File: config.mk
export PLATFORM = sky130hd
export DESIGN_NAME = np_scrbd_top
export DESIGN_NICKNAME = d
export VERILOG_FILES = /design/src/hw/scrbd_pkg.sv /design/src/hw/scrbd_tag_table.sv /design/src/hw/cpl_timer.sv /design/src/hw/cpl_timeout_arb.sv /design/src/hw/cpl_checker.sv /design/src/hw/cpl_hdr_fifo.sv /design/src/hw/cpl_processor.sv /design/src/hw/np_scrbd_top.sv
export SDC_FILE = /design/constraint.sdc
export NUM_CORES = 2
export LEC_CHECK = 0
export ABC_AREA = 1
export BUFFER_PORTS_ARGS = -buffer_cell sky130_fd_sc_hd__clkbuf_2
export CORE_ASPECT_RATIO = 0.5
export CORE_UTILIZATION = 34
export DETAILED_ROUTE_END_ITERATION = 16
export HOLD_SLACK_MARGIN = 0.15
export PLACE_DENSITY = 0.48
export SLEW_MARGIN = 10
export SYNTH_ARGS = -nofsm -noshare
export SYNTH_HDL_FRONTEND = slang
export SYNTH_SLANG_ARGS = --single-unit
File: constraint.sdc
create_clock -name prim_nonflr_clk -period 7.3 [get_ports prim_nonflr_clk]
set_input_delay 1.46 -clock prim_nonflr_clk [delete_from_list [all_inputs] [get_ports prim_nonflr_clk]]
set_output_delay 1.46 -clock prim_nonflr_clk [all_outputs]
set_load 0.02 [all_outputs]
File: src/hw/scrbd_pkg.sv
/* Shared sizes, field codes and payload structs for the NP scoreboard.
   Tag space is fixed at 16 entries and the outstanding count must hold 0..16. */

package scrbd_pkg;

  //----------------------------------------------------------------------
  // Sizes
  localparam int unsigned NUM_TAGS      = 16;
  localparam int unsigned TAG_W         = 4;         // Tag index width
  localparam int unsigned CNT_W         = 5;         // Outstanding count, 0..NUM_TAGS
  localparam int unsigned TIMER_W       = 24;
  localparam int unsigned TIMEOUT_LONG  = 16000000;  // Normal completion timeout
  localparam int unsigned TIMEOUT_SHORT = 8;         // Test mode
  localparam int unsigned NUM_CQS       = 16;

  //----------------------------------------------------------------------
  // Field codes
  localparam logic [1:0] SRC_CQ  = 2'd0;   // CQ non-posted write
  localparam logic [1:0] SRC_ATS = 2'd1;   // ATS translation request
  localparam logic [2:0] STS_SC  = 3'd0;   // Successful completion
  localparam logic [2:0] STS_CA  = 3'd4;   // Completer abort
  localparam logic [9:0] ATS_LEN = 10'd2;  // Only legal nonzero length (DW)

  typedef logic [NUM_TAGS-1:0] tag_vec_t;
  typedef logic [TAG_W-1:0]    tag_t;
  typedef logic [CNT_W-1:0]    cnt_t;
  typedef logic [TIMER_W-1:0]  timer_t;

  // Stored per tag at allocation
  typedef struct packed {
    logic [1:0] src;
    logic [5:0] id;
  } scrbd_entry_t;

  // Inbound completion, header and data in one beat
  typedef struct packed {
    logic [15:0] rid;
    logic [7:0]  tag;
    logic [2:0]  status;
    logic [9:0]  length;
    logic        poison;
    logic [63:0] data;
  } cpl_in_t;

  typedef struct packed {
    logic        timeout;   // Dummy header for an expired timer
    logic        bad_len;
    logic        poison;
    logic [2:0]  status;
    logic [7:0]  tag;
    logic [63:0] data;
  } fifo_hdr_t;

  typedef struct packed {
    logic [5:0]  id;
    logic [63:0] data;
    logic        hdrerror;
    logic        dperror;
  } ats_rsp_t;

  typedef struct packed {
    logic [7:0]       bus;
    logic [CNT_W-1:0] limit;     // Max tags outstanding, 0 blocks allocation
    logic             short_to;  // Select TIMEOUT_SHORT
  } cfg_t;

endpackage

File: src/hw/scrbd_tag_table.sv
/* Tag allocator and entry store. Allocating while o_tag_v is low is illegal.
   Entry reads return one cycle after i_rd_en. */
`timescale 1ns/10ps

module scrbd_tag_table (
  input  logic                    prim_nonflr_clk,
  input  logic                    prim_gated_rst_b,
  input  scrbd_pkg::cnt_t         i_limit,
  input  logic                    i_alloc,
  input  scrbd_pkg::scrbd_entry_t i_alloc_entry,
  input  logic                    i_free,
  input  scrbd_pkg::tag_t         i_free_tag,
  input  logic                    i_rd_en,
  input  scrbd_pkg::tag_t         i_rd_tag,
  output logic                    o_tag_v,
  output scrbd_pkg::tag_t         o_tag,
  output logic                    o_np_pending,
  output scrbd_pkg::tag_vec_t     o_timer_start,
  output scrbd_pkg::scrbd_entry_t o_rd_entry
);

  scrbd_pkg::tag_vec_t     inuse_q;
  scrbd_pkg::cnt_t         cnt_q;      // Tags in use
  logic                    tag_any;
  scrbd_pkg::scrbd_entry_t entry_mem [scrbd_pkg::NUM_TAGS];

  // Lowest free tag, scan from the top so the lowest wins
  always_comb begin
    o_tag   = '0;
    tag_any = 1'b0;
    for (int i = scrbd_pkg::NUM_TAGS - 1; i >= 0; i--) begin
      if (!inuse_q[i]) begin
        o_tag   = scrbd_pkg::tag_t'(i);
        tag_any = 1'b1;
      end
    end
  end

  assign o_tag_v       = tag_any & (cnt_q < i_limit);
  assign o_np_pending  = |cnt_q;
  assign o_timer_start = i_alloc ? (scrbd_pkg::tag_vec_t'(1) << o_tag) : '0;

  always_ff @(posedge prim_nonflr_clk or negedge prim_gated_rst_b) begin
    if (!prim_gated_rst_b) begin
      inuse_q <= '0;
      cnt_q   <= '0;
    end else begin
      if (i_alloc) inuse_q[o_tag] <= 1'b1;
      if (i_free)  inuse_q[i_free_tag] <= 1'b0;   // Never the tag being allocated
      case ({i_alloc, i_free})
        2'b10:   cnt_q <= cnt_q + scrbd_pkg::cnt_t'(1);
        2'b01:   cnt_q <= cnt_q - scrbd_pkg::cnt_t'(1);
        default: cnt_q <= cnt_q;                   // Both or neither
      endcase
    end
  end

  // Entry storage in flops
  always_ff @(posedge prim_nonflr_clk) begin
    if (i_alloc) entry_mem[o_tag] <= i_alloc_entry;
    if (i_rd_en) o_rd_entry <= entry_mem[i_rd_tag];
  end

endmodule

File: src/hw/cpl_timer.sv
/* One completion timer. Counts from zero after start and expires on reaching
   the selected timeout. Stop wins over expiry in the same cycle. */
`timescale 1ns/10ps

module cpl_timer (
  input  logic prim_nonflr_clk,
  input  logic prim_gated_rst_b,
  input  logic i_start,
  input  logic i_stop,
  input  logic i_short,
  output logic o_running,
  output logic o_expire
);

  scrbd_pkg::timer_t count_q;
  scrbd_pkg::timer_t limit;

  assign limit    = i_short ? scrbd_pkg::timer_t'(scrbd_pkg::TIMEOUT_SHORT)
                            : scrbd_pkg::timer_t'(scrbd_pkg::TIMEOUT_LONG);
  assign o_expire = o_running & ~i_stop & (count_q == limit);

  always_ff @(posedge prim_nonflr_clk or negedge prim_gated_rst_b) begin
    if (!prim_gated_rst_b) begin
      o_running <= 1'b0;
      count_q   <= '0;
    end else if (i_start) begin
      o_running <= 1'b1;                 // Zero on the first running cycle
      count_q   <= '0;
    end else if (i_stop || o_expire) begin
      o_running <= 1'b0;
      count_q   <= '0;
    end else if (o_running) begin
      count_q   <= count_q + scrbd_pkg::timer_t'(1);
    end
  end

endmodule

File: src/hw/cpl_timeout_arb.sv
/* Collects timer expiries and offers them one at a time, round robin.
   A granted tag is cleared and the pointer moves past it at the same edge. */
`timescale 1ns/10ps

module cpl_timeout_arb (
  input  logic                prim_nonflr_clk,
  input  logic                prim_gated_rst_b,
  input  scrbd_pkg::tag_vec_t i_expire,
  input  logic                i_grant,
  output logic                o_to_v,
  output scrbd_pkg::tag_t     o_to_tag
);

  scrbd_pkg::tag_vec_t pend_q;   // Expired, not yet pushed
  scrbd_pkg::tag_t     ptr_q;    // Search starts here
  scrbd_pkg::tag_vec_t clr;

  assign o_to_v = |pend_q;

  // First pending tag at or after the pointer
  always_comb begin
    scrbd_pkg::tag_t idx;
    logic            found;
    o_to_tag = ptr_q;
    found    = 1'b0;
    for (int i = 0; i < scrbd_pkg::NUM_TAGS; i++) begin
      idx = ptr_q + scrbd_pkg::tag_t'(i);   // Wraps at NUM_TAGS
      if (pend_q[idx] && !found) begin
        o_to_tag = idx;
        found    = 1'b1;
      end
    end
  end

  assign clr = (i_grant & o_to_v) ? (scrbd_pkg::tag_vec_t'(1) << o_to_tag) : '0;

  always_ff @(posedge prim_nonflr_clk or negedge prim_gated_rst_b) begin
    if (!prim_gated_rst_b) begin
      pend_q <= '0;
      ptr_q  <= '0;
    end else begin
      pend_q <= (pend_q | i_expire) & ~clr;
      if (i_grant && o_to_v) ptr_q <= o_to_tag + scrbd_pkg::tag_t'(1);
    end
  end

endmodule

File: src/hw/cpl_checker.sv
/* Inbound completion checks. Inbound traffic always wins the FIFO push slot
   and timeouts fill idle cycles. Error pulses come one cycle after the beat. */
`timescale 1ns/10ps

module cpl_checker (
  input  logic                  prim_nonflr_clk,
  input  logic                  prim_gated_rst_b,
  input  logic [7:0]            i_bus,
  input  logic                  i_cpl_v,
  input  scrbd_pkg::cpl_in_t    i_cpl,
  input  scrbd_pkg::tag_vec_t   i_running,
  input  logic                  i_to_v,
  input  scrbd_pkg::tag_t       i_to_tag,
  output logic                  o_to_grant,
  output scrbd_pkg::tag_vec_t   o_timer_stop,
  output logic                  o_push,
  output scrbd_pkg::fifo_hdr_t  o_push_hdr,
  output logic                  o_cpl_unexpected,
  output logic                  o_cpl_abort,
  output logic                  o_cpl_ur,
  output logic                  o_cpl_poisoned,
  output scrbd_pkg::cpl_in_t    o_error_hdr
);

  logic rid_ok;     // Addressed to our function {bus, 0}
  logic tag_live;   // Tag in range with a running timer
  logic unexp_d, abort_d, ur_d, pois_d;

  assign rid_ok   = (i_cpl.rid == {i_bus, 8'd0});
  assign tag_live = (i_cpl.tag[7:scrbd_pkg::TAG_W] == '0) &
                    i_running[i_cpl.tag[scrbd_pkg::TAG_W-1:0]];

  always_comb begin
    o_push       = 1'b0;
    o_to_grant   = 1'b0;
    o_timer_stop = '0;
    unexp_d      = 1'b0;
    abort_d      = 1'b0;
    ur_d         = 1'b0;
    pois_d       = 1'b0;
    o_push_hdr   = '{timeout: 1'b0, bad_len: 1'b0, poison: i_cpl.poison,
                     status: i_cpl.status, tag: i_cpl.tag, data: i_cpl.data};
    if (i_cpl_v) begin
      if (rid_ok && tag_live) begin
        o_push = 1'b1;
        o_timer_stop[i_cpl.tag[scrbd_pkg::TAG_W-1:0]] = 1'b1;
        if ((i_cpl.length != 10'd0) && (i_cpl.length != scrbd_pkg::ATS_LEN)) begin
          o_push_hdr.bad_len = 1'b1;   // Still pushed so the requester sees it
          unexp_d            = 1'b1;
        end else if (i_cpl.status == scrbd_pkg::STS_CA) begin
          abort_d = 1'b1;
        end else if (i_cpl.status != scrbd_pkg::STS_SC) begin
          ur_d    = 1'b1;
        end else begin
          pois_d  = i_cpl.poison;
        end
      end else begin
        unexp_d = 1'b1;                // Dropped, nothing pushed
      end
    end else if (i_to_v) begin
      // Dummy header for an expired tag
      o_push          = 1'b1;
      o_to_grant      = 1'b1;
      o_push_hdr      = '0;
      o_push_hdr.timeout = 1'b1;
      o_push_hdr.tag  = 8'(i_to_tag);
    end
  end

  //----------------------------------------------------------------------
  // Error pulses and captured header
  always_ff @(posedge prim_nonflr_clk or negedge prim_gated_rst_b) begin
    if (!prim_gated_rst_b) begin
      o_cpl_unexpected <= 1'b0;
      o_cpl_abort      <= 1'b0;
      o_cpl_ur         <= 1'b0;
      o_cpl_poisoned   <= 1'b0;
    end else begin
      o_cpl_unexpected <= unexp_d;
      o_cpl_abort      <= abort_d;
      o_cpl_ur         <= ur_d;
      o_cpl_poisoned   <= pois_d;
    end
  end

  always_ff @(posedge prim_nonflr_clk) begin
    if (unexp_d || abort_d || ur_d || pois_d) o_error_hdr <= i_cpl;
  end

endmodule

File: src/hw/cpl_hdr_fifo.sv
/* Header FIFO, NUM_TAGS deep. Never overflows since each tag pushes at most
   one header. Pop is ignored while empty. */
`timescale 1ns/10ps

module cpl_hdr_fifo (
  input  logic                 prim_nonflr_clk,
  input  logic                 prim_gated_rst_b,
  input  logic                 i_push,
  input  scrbd_pkg::fifo_hdr_t i_push_hdr,
  input  logic                 i_pop,
  output logic                 o_pop_v,
  output scrbd_pkg::fifo_hdr_t o_pop_hdr
);

  scrbd_pkg::fifo_hdr_t mem [scrbd_pkg::NUM_TAGS];
  scrbd_pkg::tag_t      rd_ptr_q;
  scrbd_pkg::cnt_t      cnt_q;       // Entries held, 0..NUM_TAGS
  scrbd_pkg::tag_t      wr_ptr;
  logic                 pop_go;

  assign wr_ptr    = rd_ptr_q + cnt_q[scrbd_pkg::TAG_W-1:0];
  assign o_pop_v   = (cnt_q != '0);
  assign o_pop_hdr = mem[rd_ptr_q];
  assign pop_go    = i_pop & o_pop_v;

  always_ff @(posedge prim_nonflr_clk or negedge prim_gated_rst_b) begin
    if (!prim_gated_rst_b) begin
      rd_ptr_q <= '0;
      cnt_q    <= '0;
    end else begin
      if (pop_go) rd_ptr_q <= rd_ptr_q + scrbd_pkg::tag_t'(1);
      case ({i_push, pop_go})
        2'b10:   cnt_q <= cnt_q + scrbd_pkg::cnt_t'(1);
        2'b01:   cnt_q <= cnt_q - scrbd_pkg::cnt_t'(1);
        default: cnt_q <= cnt_q;
      endcase
    end
  end

  always_ff @(posedge prim_nonflr_clk) begin
    if (i_push) mem[wr_ptr] <= i_push_hdr;
  end

endmodule

File: src/hw/cpl_processor.sv
/* Two stages. Stage 1 pops the FIFO and reads the entry by tag, stage 2 routes
   by source and frees the tag. Outputs are registered after stage 2. */
`timescale 1ns/10ps

module cpl_processor (
  input  logic                         prim_nonflr_clk,
  input  logic                         prim_gated_rst_b,
  input  logic                         i_pop_v,
  input  scrbd_pkg::fifo_hdr_t         i_pop_hdr,
  input  scrbd_pkg::scrbd_entry_t      i_rd_entry,
  output logic                         o_pop,
  output logic                         o_rd_en,
  output scrbd_pkg::tag_t              o_rd_tag,
  output logic                         o_free,
  output scrbd_pkg::tag_t              o_free_tag,
  output logic                         o_ats_rsp_v,
  output scrbd_pkg::ats_rsp_t          o_ats_rsp,
  output logic [scrbd_pkg::NUM_CQS-1:0] o_cq_np_dec,
  output logic                         o_cpl_timeout,
  output scrbd_pkg::scrbd_entry_t      o_cpl_timeout_synd
);

  logic                 s2_v_q;
  scrbd_pkg::fifo_hdr_t s2_hdr_q;
  logic                 hdr_err;     // Timeout, bad length, CA or UR
  logic                 is_ats;
  logic                 is_cq;

  // Stage 1, pop and read together
  assign o_pop    = i_pop_v;
  assign o_rd_en  = i_pop_v;
  assign o_rd_tag = i_pop_hdr.tag[scrbd_pkg::TAG_W-1:0];

  always_ff @(posedge prim_nonflr_clk or negedge prim_gated_rst_b) begin
    if (!prim_gated_rst_b) s2_v_q <= 1'b0;
    else                   s2_v_q <= i_pop_v;
  end

  always_ff @(posedge prim_nonflr_clk) begin
    if (i_pop_v) s2_hdr_q <= i_pop_hdr;
  end

  //----------------------------------------------------------------------
  // Stage 2, entry is valid now
  assign hdr_err    = s2_hdr_q.timeout | s2_hdr_q.bad_len |
                      (s2_hdr_q.status != scrbd_pkg::STS_SC);
  assign is_ats     = s2_v_q & (i_rd_entry.src == scrbd_pkg::SRC_ATS);
  assign is_cq      = s2_v_q & (i_rd_entry.src == scrbd_pkg::SRC_CQ);
  assign o_free     = s2_v_q;                               // Done with the tag
  assign o_free_tag = s2_hdr_q.tag[scrbd_pkg::TAG_W-1:0];

  always_ff @(posedge prim_nonflr_clk or negedge prim_gated_rst_b) begin
    if (!prim_gated_rst_b) begin
      o_ats_rsp_v   <= 1'b0;
      o_cq_np_dec   <= '0;
      o_cpl_timeout <= 1'b0;
    end else begin
      o_ats_rsp_v   <= is_ats;
      o_cq_np_dec   <= is_cq ? (scrbd_pkg::NUM_CQS'(1) << i_rd_entry.id[3:0]) : '0;
      o_cpl_timeout <= s2_v_q & s2_hdr_q.timeout;
    end
  end

  always_ff @(posedge prim_nonflr_clk) begin
    if (is_ats) begin
      o_ats_rsp.id       <= i_rd_entry.id;
      o_ats_rsp.data     <= hdr_err ? 64'd0 : s2_hdr_q.data;   // No data on header errors
      o_ats_rsp.hdrerror <= hdr_err;
      o_ats_rsp.dperror  <= s2_hdr_q.poison & ~hdr_err;
    end
    if (s2_v_q && s2_hdr_q.timeout) o_cpl_timeout_synd <= i_rd_entry;  // Syndrome
  end

endmodule

File: src/hw/np_scrbd_top.sv
/* Non-posted request scoreboard. All transfers are single-cycle pulses with
   no back-pressure. Response latency is three cycles with an empty FIFO. */
`timescale 1ns/10ps

module np_scrbd_top (
  input  logic                          prim_nonflr_clk,
  input  logic                          prim_gated_rst_b,
  input  scrbd_pkg::cfg_t               i_cfg,
  input  logic                          i_alloc,
  input  scrbd_pkg::scrbd_entry_t       i_alloc_entry,
  input  logic                          i_cpl_v,
  input  scrbd_pkg::cpl_in_t            i_cpl,
  output logic                          o_tag_v,
  output scrbd_pkg::tag_t               o_tag,
  output logic                          o_np_pending,
  output logic                          o_ats_rsp_v,
  output scrbd_pkg::ats_rsp_t           o_ats_rsp,
  output logic [scrbd_pkg::NUM_CQS-1:0] o_cq_np_dec,
  output logic                          o_cpl_unexpected,
  output logic                          o_cpl_abort,
  output logic                          o_cpl_ur,
  output logic                          o_cpl_poisoned,
  output scrbd_pkg::cpl_in_t            o_cpl_error_hdr,
  output logic                          o_cpl_timeout,
  output scrbd_pkg::scrbd_entry_t       o_cpl_timeout_synd
);

  scrbd_pkg::tag_vec_t     timer_start, timer_stop, timer_running, timer_expire;
  logic                    to_v, to_grant;
  scrbd_pkg::tag_t         to_tag;
  logic                    push, pop, pop_v;
  scrbd_pkg::fifo_hdr_t    push_hdr, pop_hdr;
  logic                    rd_en, free;
  scrbd_pkg::tag_t         rd_tag, free_tag;
  scrbd_pkg::scrbd_entry_t rd_entry;

  scrbd_tag_table u_tag_table (
    .prim_nonflr_clk, .prim_gated_rst_b,
    .i_limit (i_cfg.limit), .i_alloc, .i_alloc_entry,
    .i_free (free), .i_free_tag (free_tag), .i_rd_en (rd_en), .i_rd_tag (rd_tag),
    .o_tag_v, .o_tag, .o_np_pending,
    .o_timer_start (timer_start), .o_rd_entry (rd_entry)
  );

  //----------------------------------------------------------------------
  // One timer per tag
  for (genvar g = 0; g < scrbd_pkg::NUM_TAGS; g++) begin : g_timer
    cpl_timer u_timer (
      .prim_nonflr_clk, .prim_gated_rst_b,
      .i_start (timer_start[g]), .i_stop (timer_stop[g]), .i_short (i_cfg.short_to),
      .o_running (timer_running[g]), .o_expire (timer_expire[g])
    );
  end

  cpl_timeout_arb u_timeout_arb (
    .prim_nonflr_clk, .prim_gated_rst_b,
    .i_expire (timer_expire), .i_grant (to_grant),
    .o_to_v (to_v), .o_to_tag (to_tag)
  );

  cpl_checker u_checker (
    .prim_nonflr_clk, .prim_gated_rst_b,
    .i_bus (i_cfg.bus), .i_cpl_v, .i_cpl, .i_running (timer_running),
    .i_to_v (to_v), .i_to_tag (to_tag),
    .o_to_grant (to_grant), .o_timer_stop (timer_stop),
    .o_push (push), .o_push_hdr (push_hdr),
    .o_cpl_unexpected, .o_cpl_abort, .o_cpl_ur, .o_cpl_poisoned,
    .o_error_hdr (o_cpl_error_hdr)
  );

  cpl_hdr_fifo u_hdr_fifo (
    .prim_nonflr_clk, .prim_gated_rst_b,
    .i_push (push), .i_push_hdr (push_hdr), .i_pop (pop),
    .o_pop_v (pop_v), .o_pop_hdr (pop_hdr)
  );

  cpl_processor u_processor (
    .prim_nonflr_clk, .prim_gated_rst_b,
    .i_pop_v (pop_v), .i_pop_hdr (pop_hdr), .i_rd_entry (rd_entry),
    .o_pop (pop), .o_rd_en (rd_en), .o_rd_tag (rd_tag),
    .o_free (free), .o_free_tag (free_tag),
    .o_ats_rsp_v, .o_ats_rsp, .o_cq_np_dec, .o_cpl_timeout, .o_cpl_timeout_synd
  );

endmodule

==> flow_metrics.env <==
export IMPL_fin_area_um2=99680
export IMPL_place_area_um2=93390
export IMPL_grt_pass1_wl_um=355600
export IMPL_dp_cells=11240
export IMPL_synth_distinct_cells=66
export IMPL_synthArstFlopShare_pct=23.08
export IMPL_drcViolationCount=0
export IMPL_routabilityCongestion=0.8484
export IMPL_arrival_ps=6040
export IMPL_final_util_pct=39.01
export IMPL_synth_net_count=7957
export IMPL_io_buffers=337
export IMPL_dp_hpwl_um=134500
export IMPL_nets=8243
export IMPL_startpoint="u_timeout_arb.ptr_q[1]$_DFFE_PN0P_"
export IMPL_yosys_warnings=0
export IMPL_critPathCapture="u_hdr_fifo.mem[14][67]$_DFFE_PP_"
export IMPL_numClockSinks=2049
export IMPL_viasPerCell=5.061
export IMPL_grt_max_degree=211
export IMPL_die_area_um2=259700
export IMPL_clock_path_buffers=4
export IMPL_final_layout_size_suffix_gt1_share_pct=9.835
export IMPL_placementRows=131
export IMPL_start_kind="register"
export IMPL_p_per_area_nw_per_um2=437.9
export IMPL_worstReg2RegStart="u_timeout_arb.ptr_q[1]$_DFFE_PN0P_"
export IMPL_clkSlewWorstSetupHoldPaths_ps=80
export IMPL_rsz0062_at_grt="no"
export IMPL_end_kind="register"
export IMPL_synth_cells=7766
export IMPL_fin_cells=11600
export IMPL_r2r_end="u_hdr_fifo.mem[14][67]$_DFFE_PP_"
export IMPL_mostFrequentLayoutCells="1576 x edfxtp_1, 1342 x nor2_1, 764 x nand2_1"
export IMPL_p_total_mw=43.65
export IMPL_clkLatencyLatePin_ps=880
export IMPL_status="completed"
export IMPL_max_cap_viol_count=0
export IMPL_htree_levels=4
export IMPL_tightest_slew_ps=1282
export IMPL_core_region_area_um2=255500
export IMPL_power_leakage_nw=36.78
export IMPL_hold_viol=0
export IMPL_ioPinCount=338
export IMPL_detail_route_antenna_nets=0
export IMPL_dr_pass1_iters=6
export IMPL_cts_root_buf="clkbuf_16"
export IMPL_initial_core_util_pct=34.27
export IMPL_track_usage_pct=17.46
export IMPL_wl_per_cell_um=20.05
export IMPL_max_freq_mhz=181.5
export IMPL_seq_area_frac_synth_pct=67.57
export IMPL_synth_seq_cells=2049
export IMPL_regArea_um2=59180
export IMPL_drt_first_iter_violations=4603
export IMPL_cts_buffers=200
export IMPL_crit_fanout=16
export IMPL_slew_viol_final=0
export IMPL_netlist_area_um2=87560
export IMPL_min_path_cells=0
export IMPL_cts_tree="yes"
export IMPL_synthFlopType="edfxtp_1"
export IMPL_die_y_um=360.8
export IMPL_ir_drop_uv=429.3
export IMPL_fillerInstances=24690
export IMPL_synth_edf_count=1576
export IMPL_post_cts_buffers=0
export IMPL_critPathRequiredTime_ps=7830
export IMPL_postSynthAreaPerCell_um2=11.27
export IMPL_finalCritPeriodShare_pct=75.47
export IMPL_antenna_found_initial=7
export IMPL_dr_total_vias=58710
export IMPL_area_growth_pct=13.84
export IMPL_final_common_cell="edfxtp_1"
export IMPL_dieWidth_um=719.7
export IMPL_clock_skew_ps=94.08
export IMPL_r2r_cells=25
export IMPL_finalSetupViolCount=0
export IMPL_relSlewSlack_pct=14.19
export IMPL_overflow=0
export IMPL_wl_um=232600
export IMPL_hold_path_class="register to register"
export IMPL_multiInputGateArea_um2=24720
export IMPL_ctsHoldBuffers=0
export IMPL_grt_pass1_vias=57030
export IMPL_critPathKind="register to register"
export IMPL_min_period_ps=5510
export IMPL_cts_resized=0
export IMPL_reg2reg_slack_ps=1790
-- per-stage QoR --
step,hold slack (ps),setup TNS [ps],worst slack [ps]
floorplan,421.5,-710910,-1201
global placement,433.4,0,1072
detailed placement,444.6,0,1099
CTS,455.2,0,1843
global route,474.9,0,1337
finish,454.8,0,1790
-- report_power, final --
group	total [mW]	internal (mW)	switching, mW
sequential	18.0	16.4	1.59
combinational	15.3	4.27	11.1
clock	10.3	5.75	4.54
-- logic make-up after synthesis --
| logic type | count (synthesis) | synth area share [%] |
|---|---|---|
| buf+inv | 1019 | 4.397 |
| fa+ha+maj | 63 | 0.9260 |
| flops | 2049 | 67.57 |
| mux | 18 | 0.2058 |
| xor+xnor | 280 | 2.831 |
| simple gates | 2975 | 14.58 |
| compound gates | 1362 | 9.495 |
-- registers in the layout, indices dropped and copies added (netlist names), 5 cells and up --
register                        count
u_hdr_fifo.mem                   1184
u_timeout_arb.pend_q               16
u_processor.o_cpl_timeout_synd      8
u_processor.o_cq_np_dec            16
g_timer.u_timer.count_q           384
u_tag_table.o_rd_entry              8
u_processor.s2_hdr_q               70
u_hdr_fifo.cnt_q                    5
u_checker.o_error_hdr             102
g_timer.u_timer.o_running          16
u_tag_table.inuse_q                16
u_tag_table.cnt_q                   5
u_processor.o_ats_rsp              72
u_tag_table.entry_mem             128
-- worst min-delay path by stage --
stage | start | endpoint
6_report | u_tag_table.o_rd_entry[5]$_DFFE_PN_ | u_processor.o_ats_rsp[71]$_DFFE_PP_
5_1_grt | u_tag_table.o_rd_entry[5]$_DFFE_PN_ | u_processor.o_cpl_timeout_synd[5]$_DFFE_PP_
4_1_cts | u_tag_table.o_rd_entry[5]$_DFFE_PN_ | u_processor.o_cpl_timeout_synd[5]$_DFFE_PP_
3_5_place_dp | u_tag_table.o_rd_entry[4]$_DFFE_PN_ | u_processor.o_cpl_timeout_synd[4]$_DFFE_PP_
3_3_place_gp | u_tag_table.o_rd_entry[5]$_DFFE_PN_ | u_processor.o_cpl_timeout_synd[5]$_DFFE_PP_
2_1_floorplan | u_tag_table.o_rd_entry[4]$_DFFE_PN_ | u_processor.o_ats_rsp[70]$_DFFE_PP_
-- synthesized netlist by cell type (3+ instances only) --
library cell  number  area [µm²]
a2111oi_0          5       43.79
a211oi_1          12       90.09
a21oi_1          152       760.7
a21oi_2            4       35.03
a2bb2oi_1          4       35.03
a31oi_1           13       81.33
and2_1             4       25.02
and3_1             6       37.54
buf_1             26       97.59
buf_2              5       25.02
clkbuf_1         315        1182
clkinv_1           5       18.77
dfrtp_1          473       11840
edfxtp_1        1576       47330
fa_1               3       60.06
ha_1              60       750.7
inv_1            655        2459
inv_2             10       37.54
mux2i_1           18       180.2
nand2_1          766        2875
nand2_2            5       31.28
nand2_4            4       45.04
nand3_1          324        1622
nand3b_1           3       22.52
nand4_1          134       838.3
nor2_1          1357        5094
nor2_2             6       37.54
nor3_1           204        1021
nor3b_1           21       157.7
nor4_1           106       663.1
nor4b_1            5       43.79
o211ai_1          89       668.1
o21a_1             7       52.55
o21ai_0          707        3538
o21ai_1            4       20.02
o21bai_1           5       37.54
o221ai_1         242        2120
o22ai_1           78       488.0
o31ai_1            6       45.04
o32ai_1           16       140.1
o41ai_1            3       26.28
or2_2             18       112.6
or4_1              5       37.54
xnor2_1           89       779.5
xor2_1           189        1655
-- worst max-delay path: stages, from the launching register on --
cell      delay (ps)
dfrtp_1          740
inv_1             80
buf_4            230
ha_1             520
inv_1            420
nand3_1          120
nand2_1          140
inv_2             40
nand2_1           60
nand3_1           70
nand2_1          130
inv_2             60
nor3_4           190
nand2_2           90
nor3_4           250
nand3b_4         150
nor4_4           330
nand3_1          240
o21ai_0          140
inv_1             60
nand2_1           80
nand2_2           70
nand2_4          120
nand2_4          110
nand2_2           90
o21a_1           670
-- cell type report --
| type | instances | area share, % |
|---|---|---|
| clock buffer | 252 | 5.340 |
| sequential | 2049 | 59.37 |
| antenna | 3 | 0.007531 |
| multi-input combinational | 4698 | 24.80 |
| tap | 3391 | 4.256 |
| inverter | 670 | 2.548 |
| clock inverter | 103 | 0.9540 |
| timing repair buffer | 433 | 2.729 |
-- metal layers --
metal,GRT usage (%),vias to the layer above,routed length (µm)
met3,2.311,271,9619
met4,3.823,2,4892
met5,0,-,13
met1,25.04,29310,110700
li1,-,28070,-
met2,28.29,1059,107300
No activity file was read; power rests on OpenSTA's default activity.
